==> config.mk <==
export PLATFORM = sky130hd
export DESIGN_NAME = fetch_top
export DESIGN_NICKNAME = d
export VERILOG_FILES = /design/src/source/fetch_pkg.sv /design/src/source/fetch_top.sv /design/src/source/fetch_aligner.sv /design/src/source/fetch_bank.sv /design/src/source/fetch_apb_fill.sv
export VERILOG_INCLUDE_DIRS = /design/src /design/src/source
export SDC_FILE = /design/constraint.sdc
export NUM_CORES = 2
export LEC_CHECK = 0
export BUFFER_PORTS_ARGS = -buffer_cell sky130_fd_sc_hd__clkbuf_2
export CAP_MARGIN = 5
export CORE_UTILIZATION = 30
export DETAILED_ROUTE_END_ITERATION = 16
export GPL_TIMING_DRIVEN = 0
export PLACE_DENSITY_LB_ADDON = 0.1
export SYNTH_ARGS = -nofsm -noshare
export SYNTH_HDL_FRONTEND = slang
export SYNTH_SLANG_ARGS = --single-unit
==> constraint.sdc <==
create_clock -name clk_i -period 6.36 [get_ports clk_i]
set_input_delay 0.636 -clock clk_i [delete_from_list [all_inputs] [get_ports clk_i]]
set_output_delay 0.636 -clock clk_i [all_outputs]
set_load 0.02 [all_outputs]
==> src/source/fetch_settings.svh <==
`ifndef FETCH_SETTINGS_SVH
`define FETCH_SETTINGS_SVH

//////////////////////////////////////////////////////////////////////
// program memory geometry
//////////////////////////////////////////////////////////////////////

// bytes per cache line
`define FETCH_LINE_BYTES 16

// lines held by each bank (even and odd)
`define FETCH_BANK_LINES 8

// fetch pointer covers the whole 256-byte space
`define FETCH_FIP_W 8

//////////////////////////////////////////////////////////////////////
// fill port
//////////////////////////////////////////////////////////////////////

`define FETCH_APB_AW 12

`endif
==> src/source/fetch_pkg.sv <==
`include "fetch_settings.svh"

package fetch_pkg;

    //////////////////////////////////////////////////////////////////////
    // pointer and index types
    //////////////////////////////////////////////////////////////////////

    // byte address into program memory
    typedef logic [`FETCH_FIP_W-1:0] fip_t;

    // line within one bank
    typedef logic [$clog2(`FETCH_BANK_LINES)-1:0] line_idx_t;

    // 32-bit word within one line
    typedef logic [$clog2(`FETCH_LINE_BYTES/4)-1:0] word_idx_t;

    //////////////////////////////////////////////////////////////////////
    // line storage
    //////////////////////////////////////////////////////////////////////

    // one line seen two ways
    // bytes for the aligner, dwords for the fill path
    // byte 0 and the low byte of dword 0 share bits 7:0
    typedef union packed {
        logic [`FETCH_LINE_BYTES-1:0][7:0]    bytes;
        logic [`FETCH_LINE_BYTES/4-1:0][31:0] dwords;
    } fetch_line_u;

endpackage

==> src/source/fetch_top.sv <==
`include "fetch_settings.svh"

module fetch_top
    import fetch_pkg::*;
(
    input  logic                                 clk_i,
    input  logic                                 rst_n_i,

    //////////////////////////////////////////////////////////////////////
    // apb fill port
    //////////////////////////////////////////////////////////////////////
    input  logic                                 psel_i,
    input  logic                                 penable_i,
    input  logic                                 pwrite_i,
    input  logic [`FETCH_APB_AW-1:0]             paddr_i,
    input  logic [31:0]                          pwdata_i,
    output logic                                 pready_o,
    output logic [31:0]                          prdata_o,
    output logic                                 pslverr_o,

    //////////////////////////////////////////////////////////////////////
    // decode port
    //////////////////////////////////////////////////////////////////////
    input  logic                                 resteer_i,
    input  fip_t                                 target_i,
    input  logic                                 stall_i,
    input  logic [$clog2(`FETCH_LINE_BYTES)-1:0] length_i,
    output fetch_line_u                          packet_o,
    output fip_t                                 packet_fip_o,
    output logic                                 packet_valid_o
);

    logic        wr_even;
    logic        wr_odd;
    line_idx_t   wr_line;
    word_idx_t   wr_word;
    logic [31:0] wr_data;

    line_idx_t   even_line;
    line_idx_t   odd_line;
    fetch_line_u even_data;
    fetch_line_u odd_data;
    logic        even_valid;
    logic        odd_valid;

    fetch_apb_fill u_apb_fill (
        .clk_i     (clk_i),
        .rst_n_i   (rst_n_i),
        .psel_i    (psel_i),
        .penable_i (penable_i),
        .pwrite_i  (pwrite_i),
        .paddr_i   (paddr_i),
        .pwdata_i  (pwdata_i),
        .pready_o  (pready_o),
        .prdata_o  (prdata_o),
        .pslverr_o (pslverr_o),
        .wr_even_o (wr_even),
        .wr_odd_o  (wr_odd),
        .wr_line_o (wr_line),
        .wr_word_o (wr_word),
        .wr_data_o (wr_data)
    );

    // lines with address bit 4 clear
    fetch_bank u_bank_even (
        .clk_i      (clk_i),
        .rst_n_i    (rst_n_i),
        .wr_en_i    (wr_even),
        .wr_line_i  (wr_line),
        .wr_word_i  (wr_word),
        .wr_data_i  (wr_data),
        .rd_line_i  (even_line),
        .rd_data_o  (even_data),
        .rd_valid_o (even_valid)
    );

    // lines with address bit 4 set
    fetch_bank u_bank_odd (
        .clk_i      (clk_i),
        .rst_n_i    (rst_n_i),
        .wr_en_i    (wr_odd),
        .wr_line_i  (wr_line),
        .wr_word_i  (wr_word),
        .wr_data_i  (wr_data),
        .rd_line_i  (odd_line),
        .rd_data_o  (odd_data),
        .rd_valid_o (odd_valid)
    );

    fetch_aligner u_aligner (
        .clk_i          (clk_i),
        .rst_n_i        (rst_n_i),
        .resteer_i      (resteer_i),
        .target_i       (target_i),
        .stall_i        (stall_i),
        .length_i       (length_i),
        .even_data_i    (even_data),
        .even_valid_i   (even_valid),
        .odd_data_i     (odd_data),
        .odd_valid_i    (odd_valid),
        .even_line_o    (even_line),
        .odd_line_o     (odd_line),
        .packet_o       (packet_o),
        .packet_fip_o   (packet_fip_o),
        .packet_valid_o (packet_valid_o)
    );

endmodule

==> src/source/fetch_aligner.sv <==
`include "fetch_settings.svh"

module fetch_aligner
    import fetch_pkg::*;
(
    input  logic                                 clk_i,
    input  logic                                 rst_n_i,

    // from decode
    input  logic                                 resteer_i,
    input  fip_t                                 target_i,
    input  logic                                 stall_i,
    input  logic [$clog2(`FETCH_LINE_BYTES)-1:0] length_i,

    // lines from the two banks
    input  fetch_line_u                          even_data_i,
    input  logic                                 even_valid_i,
    input  fetch_line_u                          odd_data_i,
    input  logic                                 odd_valid_i,

    // bank read indices
    output line_idx_t                            even_line_o,
    output line_idx_t                            odd_line_o,

    // to decode
    output fetch_line_u                          packet_o,
    output fip_t                                 packet_fip_o,
    output logic                                 packet_valid_o
);

    localparam int OFF_W    = $clog2(`FETCH_LINE_BYTES);
    localparam int LINE_LSB = OFF_W + 1;

    fip_t                                  fip_q;
    fip_t                                  fip_d;
    logic                                  started_q;
    logic                                  started_d;
    logic                                  consume;

    line_idx_t                             line_k;
    logic                                  odd_first;
    logic [OFF_W-1:0]                      offset;

    fetch_line_u                           low_line;
    fetch_line_u                           high_line;
    logic [2*`FETCH_LINE_BYTES-1:0][7:0]   merged;

    fetch_line_u                           packet_d;
    logic                                  valid_d;
    fetch_line_u                           packet_q;
    logic                                  valid_q;

    //////////////////////////////////////////////////////////////////////
    // next fetch pointer
    //////////////////////////////////////////////////////////////////////

    // decode takes the packet only when nothing else is going on
    assign consume = valid_q & ~stall_i & ~resteer_i;

    always_comb begin
        fip_d = fip_q;
        if (resteer_i) begin
            fip_d = target_i;
        end else if (consume) begin
            // wraps at the top of the 256-byte space
            fip_d = fip_q + fip_t'(length_i);
        end
    end

    // nothing is fetched until software points us somewhere
    assign started_d = started_q | resteer_i;

    //////////////////////////////////////////////////////////////////////
    // bank indexing
    //////////////////////////////////////////////////////////////////////

    assign line_k    = fip_d[LINE_LSB +: $bits(line_idx_t)];
    assign odd_first = fip_d[OFF_W];
    assign offset    = fip_d[OFF_W-1:0];

    // pointer in an odd line needs the following even line
    // which is one index up and wraps past line 7
    assign even_line_o = odd_first ? line_idx_t'(line_k + 1'b1) : line_k;
    assign odd_line_o  = line_k;

    //////////////////////////////////////////////////////////////////////
    // merge and pick
    //////////////////////////////////////////////////////////////////////

    assign low_line  = odd_first ? odd_data_i  : even_data_i;
    assign high_line = odd_first ? even_data_i : odd_data_i;

    // 32 contiguous bytes starting at the low line base
    assign merged = {high_line.bytes, low_line.bytes};

    always_comb begin
        packet_d = '0;
        for (int i = 0; i < `FETCH_LINE_BYTES; i++) begin
            packet_d.bytes[i] = merged[int'(offset) + i];
        end
    end

    // both lines must be complete, even when the offset is zero
    assign valid_d = started_d & even_valid_i & odd_valid_i;

    //////////////////////////////////////////////////////////////////////
    // registers
    //////////////////////////////////////////////////////////////////////

    always_ff @(posedge clk_i or negedge rst_n_i) begin
        if (!rst_n_i) begin
            fip_q     <= '0;
            started_q <= 1'b0;
            valid_q   <= 1'b0;
        end else begin
            fip_q     <= fip_d;
            started_q <= started_d;
            valid_q   <= valid_d;
        end
    end

    // reloaded every edge so a fill under stall shows up in the packet
    always_ff @(posedge clk_i) begin
        packet_q <= packet_d;
    end

    assign packet_o       = packet_q;
    assign packet_fip_o   = fip_q;
    assign packet_valid_o = valid_q;

endmodule

==> src/source/fetch_bank.sv <==
`include "fetch_settings.svh"

module fetch_bank
    import fetch_pkg::*;
(
    input  logic        clk_i,
    input  logic        rst_n_i,

    // fill side
    input  logic        wr_en_i,
    input  line_idx_t   wr_line_i,
    input  word_idx_t   wr_word_i,
    input  logic [31:0] wr_data_i,

    // fetch side
    input  line_idx_t   rd_line_i,
    output fetch_line_u rd_data_o,
    output logic        rd_valid_o
);

    localparam int WORDS = `FETCH_LINE_BYTES / 4;

    fetch_line_u            mem [`FETCH_BANK_LINES];

    // one bit per written word of every line
    logic [WORDS-1:0]       fill_q [`FETCH_BANK_LINES];

    //////////////////////////////////////////////////////////////////////
    // line storage
    //////////////////////////////////////////////////////////////////////

    // word write through the dword view
    always_ff @(posedge clk_i) begin
        if (wr_en_i) begin
            mem[wr_line_i].dwords[wr_word_i] <= wr_data_i;
        end
    end

    //////////////////////////////////////////////////////////////////////
    // fill tracking
    //////////////////////////////////////////////////////////////////////

    always_ff @(posedge clk_i or negedge rst_n_i) begin
        if (!rst_n_i) begin
            for (int l = 0; l < `FETCH_BANK_LINES; l++) begin
                fill_q[l] <= '0;
            end
        end else if (wr_en_i) begin
            fill_q[wr_line_i][wr_word_i] <= 1'b1;
        end
    end

    //////////////////////////////////////////////////////////////////////
    // read port
    //////////////////////////////////////////////////////////////////////

    // combinational so the aligner sees the line in the same cycle
    assign rd_data_o  = mem[rd_line_i];

    // usable only once every word has landed
    assign rd_valid_o = &fill_q[rd_line_i];

endmodule

==> src/source/fetch_apb_fill.sv <==
`include "fetch_settings.svh"

module fetch_apb_fill
    import fetch_pkg::*;
(
    input  logic                     clk_i,
    input  logic                     rst_n_i,

    // apb slave
    input  logic                     psel_i,
    input  logic                     penable_i,
    input  logic                     pwrite_i,
    input  logic [`FETCH_APB_AW-1:0] paddr_i,
    input  logic [31:0]              pwdata_i,
    output logic                     pready_o,
    output logic [31:0]              prdata_o,
    output logic                     pslverr_o,

    // write strobes to the two banks
    output logic                     wr_even_o,
    output logic                     wr_odd_o,
    output line_idx_t                wr_line_o,
    output word_idx_t                wr_word_o,
    output logic [31:0]              wr_data_o
);

    localparam int WORD_LSB = 2;
    localparam int BANK_BIT = $clog2(`FETCH_LINE_BYTES);
    localparam int LINE_LSB = BANK_BIT + 1;

    logic setup_q;
    logic access;
    logic addr_err;
    logic wr_ok;

    //////////////////////////////////////////////////////////////////////
    // phase tracking
    //////////////////////////////////////////////////////////////////////

    // remember a setup phase so a bare access phase is not taken as a write
    always_ff @(posedge clk_i or negedge rst_n_i) begin
        if (!rst_n_i) begin
            setup_q <= 1'b0;
        end else begin
            setup_q <= psel_i & ~penable_i;
        end
    end

    assign access = psel_i & penable_i;

    // nothing lives above the 256-byte program space
    assign addr_err = |paddr_i[`FETCH_APB_AW-1:`FETCH_FIP_W];

    assign wr_ok = access & setup_q & pwrite_i & ~addr_err;

    //////////////////////////////////////////////////////////////////////
    // response
    //////////////////////////////////////////////////////////////////////

    // no wait states
    assign pready_o  = access;
    assign pslverr_o = access & addr_err;

    // memory is write only from this side
    assign prdata_o  = '0;

    //////////////////////////////////////////////////////////////////////
    // address decode
    //////////////////////////////////////////////////////////////////////

    // bit 4 picks the bank
    assign wr_even_o = wr_ok & ~paddr_i[BANK_BIT];
    assign wr_odd_o  = wr_ok &  paddr_i[BANK_BIT];

    assign wr_line_o = paddr_i[LINE_LSB +: $bits(line_idx_t)];
    assign wr_word_o = paddr_i[WORD_LSB +: $bits(word_idx_t)];
    assign wr_data_o = pwdata_i;

endmodule

==> flow_metrics.env <==
export IMPL_start_util_pct=30.24
export IMPL_layout_cells_most_common_list="edfxtp_1 (2,048), mux2i_1 (999), o22ai_1 (638)"
export IMPL_ant_nets=0
export IMPL_detailedRoute_firstPassIterationCount=7
export IMPL_layout_cells_non_filler=13630
export IMPL_post_synth_main_area_contributors="edfxtp_1 (57%), mux2i_1 (9.5%), mux4_2 (8.2%)"
export IMPL_power_leakage_uw=0.04644
export IMPL_total_switching_power_uw=20320
export IMPL_max_slew_worst_pin_slew_ns=1.524
export IMPL_drt_drc_violations_left=0
export IMPL_critPathMaxStageDelay_ns=0.74
export IMPL_final_critical_path_setup_slack_ns=-0.1907
export IMPL_max_freq_ghz=0.1527
export IMPL_place_area_sq_mm=0.1177
export IMPL_dp_hpwl_mm=543.3
export IMPL_critical_path_buf_inv_count=4
export IMPL_gp_congestion=1.077
export IMPL_first_global_vias=77670
export IMPL_vias=85850
export IMPL_vdd_ir_drop_worst_mv=0.3391
export IMPL_synthArstFlopShare_pct=3.332
export IMPL_power_frac_comb_pct=36.9
export IMPL_postLayoutCoreUtil_pct=37.97
export IMPL_crit_fanout=10
export IMPL_path_class="reg -> reg"
export IMPL_timing_slew_headroom_pct=-1.579
export IMPL_min_period_ns=6.551
export IMPL_fin_crit_sh_pct=103.0
export IMPL_synth_flop_cell="edfxtp_1"
export IMPL_power_report_internal_total_uw=30650
export IMPL_postSynthCellCount=7632
export IMPL_grt_pass1_wl_mm=854.6
export IMPL_cts_reportedPaths_clkPinSlew_ns=0.06
export IMPL_power_per_cell_area_mw_per_mm2=379.4
export IMPL_finalWirelength_mm=687.1
export IMPL_switching_share_pct=39.87
export IMPL_setup_worst_path_end_class="register"
export IMPL_number_of_distinct_standard_cells_referenced_by_the_synthesized_netlist=63
export IMPL_cts_buffers=272
export IMPL_count_of_port_buffers_added_during_placement=196
export IMPL_min_delay_path_class="in -> reg"
export IMPL_dieArea_sq_mm=0.3590
export IMPL_final_net_count=8727
export IMPL_number_of_enable_flip_flop_cells_after_synthesis=2048
export IMPL_worst_setup_path_start_kind="register"
export IMPL_placed_cells=12740
export IMPL_clk_insertion_delay_late_ns=0.98
export IMPL_die_w_um=599.1
export IMPL_clockPowerShare_pct=30.3
export IMPL_area_growth_syn_to_layout_pct=25.57
export IMPL_yosys_area_top_type_share_pct=57.49
export IMPL_post_route_cell_area_sq_mm=0.1343
export IMPL_num_rows=218
export IMPL_grt_ovfl_total=0
export IMPL_clkSinkCount=2251
export IMPL_mostFrequentLayoutCell="edfxtp_1"
export IMPL_report_final_slew_viol_count=11
export IMPL_setup_repair_after_global_routing_missed_its_margin="true"
export IMPL_place_ws_ns=-4.177
export IMPL_critPathRequiredTime_ns=7.15
export IMPL_synth_largest_area_cell="edfxtp_1"
export IMPL_setup_violations=71
export IMPL_power_sequential_fraction_pct=32.8
export IMPL_dieHeight_um=599.1
export IMPL_critical_path_arrival_ns=7.34
export IMPL_timing_max_cap_violations=1
export IMPL_outcome="finished, violations left"
export IMPL_crit_chain="ha_4 > o21ai_1 > o21ai_0 > mux2_2 > and2_1 > inv_2 > buf_2 > buf_2 > mux4_2 > a22oi_1 > nand4_1 > o21ai_2 > buf_4 > mux4_2 > o22ai_1 > or2_1"
export IMPL_grt_use_total_pct=37.36
export IMPL_post_route_cells_drive_above_1_share_pct=27.03
export IMPL_h_tree_depth=5
export IMPL_synth_seq_area_share_pct=61.64
export IMPL_initial_antenna_violation_count=81
export IMPL_ys_ff_latch=2251
export IMPL_cpMaxStageDelayCell="a22oi_1"
export IMPL_avgSynthCellArea_sq_um=14.02
export IMPL_hold_violations=0
export IMPL_dr_first_iter_drc_count=13900
export IMPL_yosys_warns=0
export IMPL_crit_family="buffers and inverters"
export IMPL_clock_skew_final_ns=0.06277
export IMPL_tritoncts="yes"
export IMPL_ioPinCount=234
export IMPL_violations="capacitance limit, slew limit, setup timing"
export IMPL_pin_count_of_the_biggest_net_entering_global_routing=65
export IMPL_clk_root_buffer_cell="clkbuf_16"
export IMPL_core_sq_mm=0.3538
export IMPL_post_dr_wirelength_cell_um=50.43
export IMPL_mappedNetlistArea_sq_mm=0.1070
export IMPL_viasPerCell=6.301
export IMPL_clockBufferDepth=4
## sequential cells by signal (all words and copies together), names as in the netlist
signal and flops:
u_bank_odd.fill_q 32, u_bank_even.fill_q 32, u_bank_odd.mem 1024, u_apb_fill.setup_q 1, u_aligner.packet_fip_o 8, u_aligner.started_q 1
u_aligner.packet_o 128, u_aligner.packet_valid_o 1, u_bank_even.mem 1024
## cells by family (layout without fill, tap and decap cells)
kind of cell,count (synthesis),count (layout),synth area share [%]
other,1,69,0.003506
xor gates and xnor gates,19,19,0.1556
adders and majority gates,19,19,0.2293
buffers and inverters,616,1812,2.518
AOI/OAI and AO/OA,1737,1737,9.806
and+or+nand+nor,1584,1584,7.923
DFF,2251,2251,61.64
muxes,1405,1405,17.72
## per-stage QoR
step           setup TNS [ns]  power, uW  hold WS [ns]
2_1_floorplan               0      23780        0.3404
3_3_place_gp         -1334.43      32810        0.4319
3_5_place_dp          -453.99      32900        0.4304
4_1_cts             -0.009016      50220       0.08947
5_1_grt              -0.06444      51410        0.1284
6_report               -5.551      50970        0.1128
## final timing paths
| path | startpoint | to | slack, ns | cells past startpoint |
|---|---|---|---|---|
| max | u_aligner.packet_fip_o[3] | u_aligner.packet_o[120] | -0.19 | 16 |
| min | pwdata_i[25] | u_bank_even.mem[3][89] | 0.11 | 1 |
| max reg2reg | u_aligner.packet_fip_o[3] | u_aligner.packet_o[120] | -0.19 | 16 |
| min reg2reg | u_aligner.started_q | u_aligner.started_q | 0.44 | 1 |
| max in group asynchronous | rst_n_i | u_aligner.packet_fip_o[1] | 5.40 | 3 |
| min in group asynchronous | rst_n_i | u_bank_odd.fill_q[0] | 0.23 | 2 |
## cells in the mapped netlist (4+ instances only)
cell,number
a2bb2oi_1,6
mux4_2,391
a21o_1,5
inv_1,12
xnor2_1,12
clkbuf_1,349
a22oi_1,302
or2_1,64
and2_1,8
or2_2,70
nor3_1,10
a21oi_1,45
nand2b_1,19
xor2_1,7
nor2_1,123
o31ai_1,31
dfrtp_1,75
and3_1,4
o22ai_1,651
nand3_1,618
nor2b_1,14
o221ai_1,7
dfxtp_1,128
buf_4,67
or2_0,5
edfxtp_1,2048
nand2_1,154
inv_2,4
o21ai_1,112
o21ai_0,552
mux2i_1,1012
and4_1,8
buf_2,92
nand4_1,473
ha_1,18
o211ai_1,13
buf_1,88
## power by group through the flow
stage          logic [uW]  clock network, uW  registers (uW)
2_1_floorplan        6310                  0           17500
3_3_place_gp        15800                  0           17000
3_5_place_dp        15900                  0           17000
6_report            18800              15400           16700
4_1_cts             17800              15600           16700
5_1_grt             18500              16100           16700
## routing by layer
layer	GRT usage [%]	vias to the layer above	routed length, um
met1	51.85	46170	290800
met5	0.3610	-	232
met2	54.43	5258	289400
met3	7.217	919	59460
li1	-	33500	-
met4	21.19	10	47230
## layout make-up
| type | instances | area [sq um] |
|---|---|---|
| Antenna cell | 37 | 92.59 |
| Inverter | 18 | 70.07 |
| Sequential cell | 2251 | 65940 |
| Fill cell | 33700 | 219400 |
| Multi-Input combinational cell | 4796 | 42190 |
| Buffer | 597 | 3199 |
| Clock inverter | 139 | 1344 |
| Clock buffer | 349 | 7253 |
| Tap cell | 4730 | 5918 |
| Timing Repair Buffer | 709 | 8315 |
## timing repair
item	4_1_cts	5_1_grt
gates resized for setup	919	159
pin swaps	268	54
hold buffers	7	0
endpoints found under the hold margin	46	0
buffers inserted	306	49
endpoints found under the setup margin	129	125
Note: power is estimated with default switching activity, not from simulation.
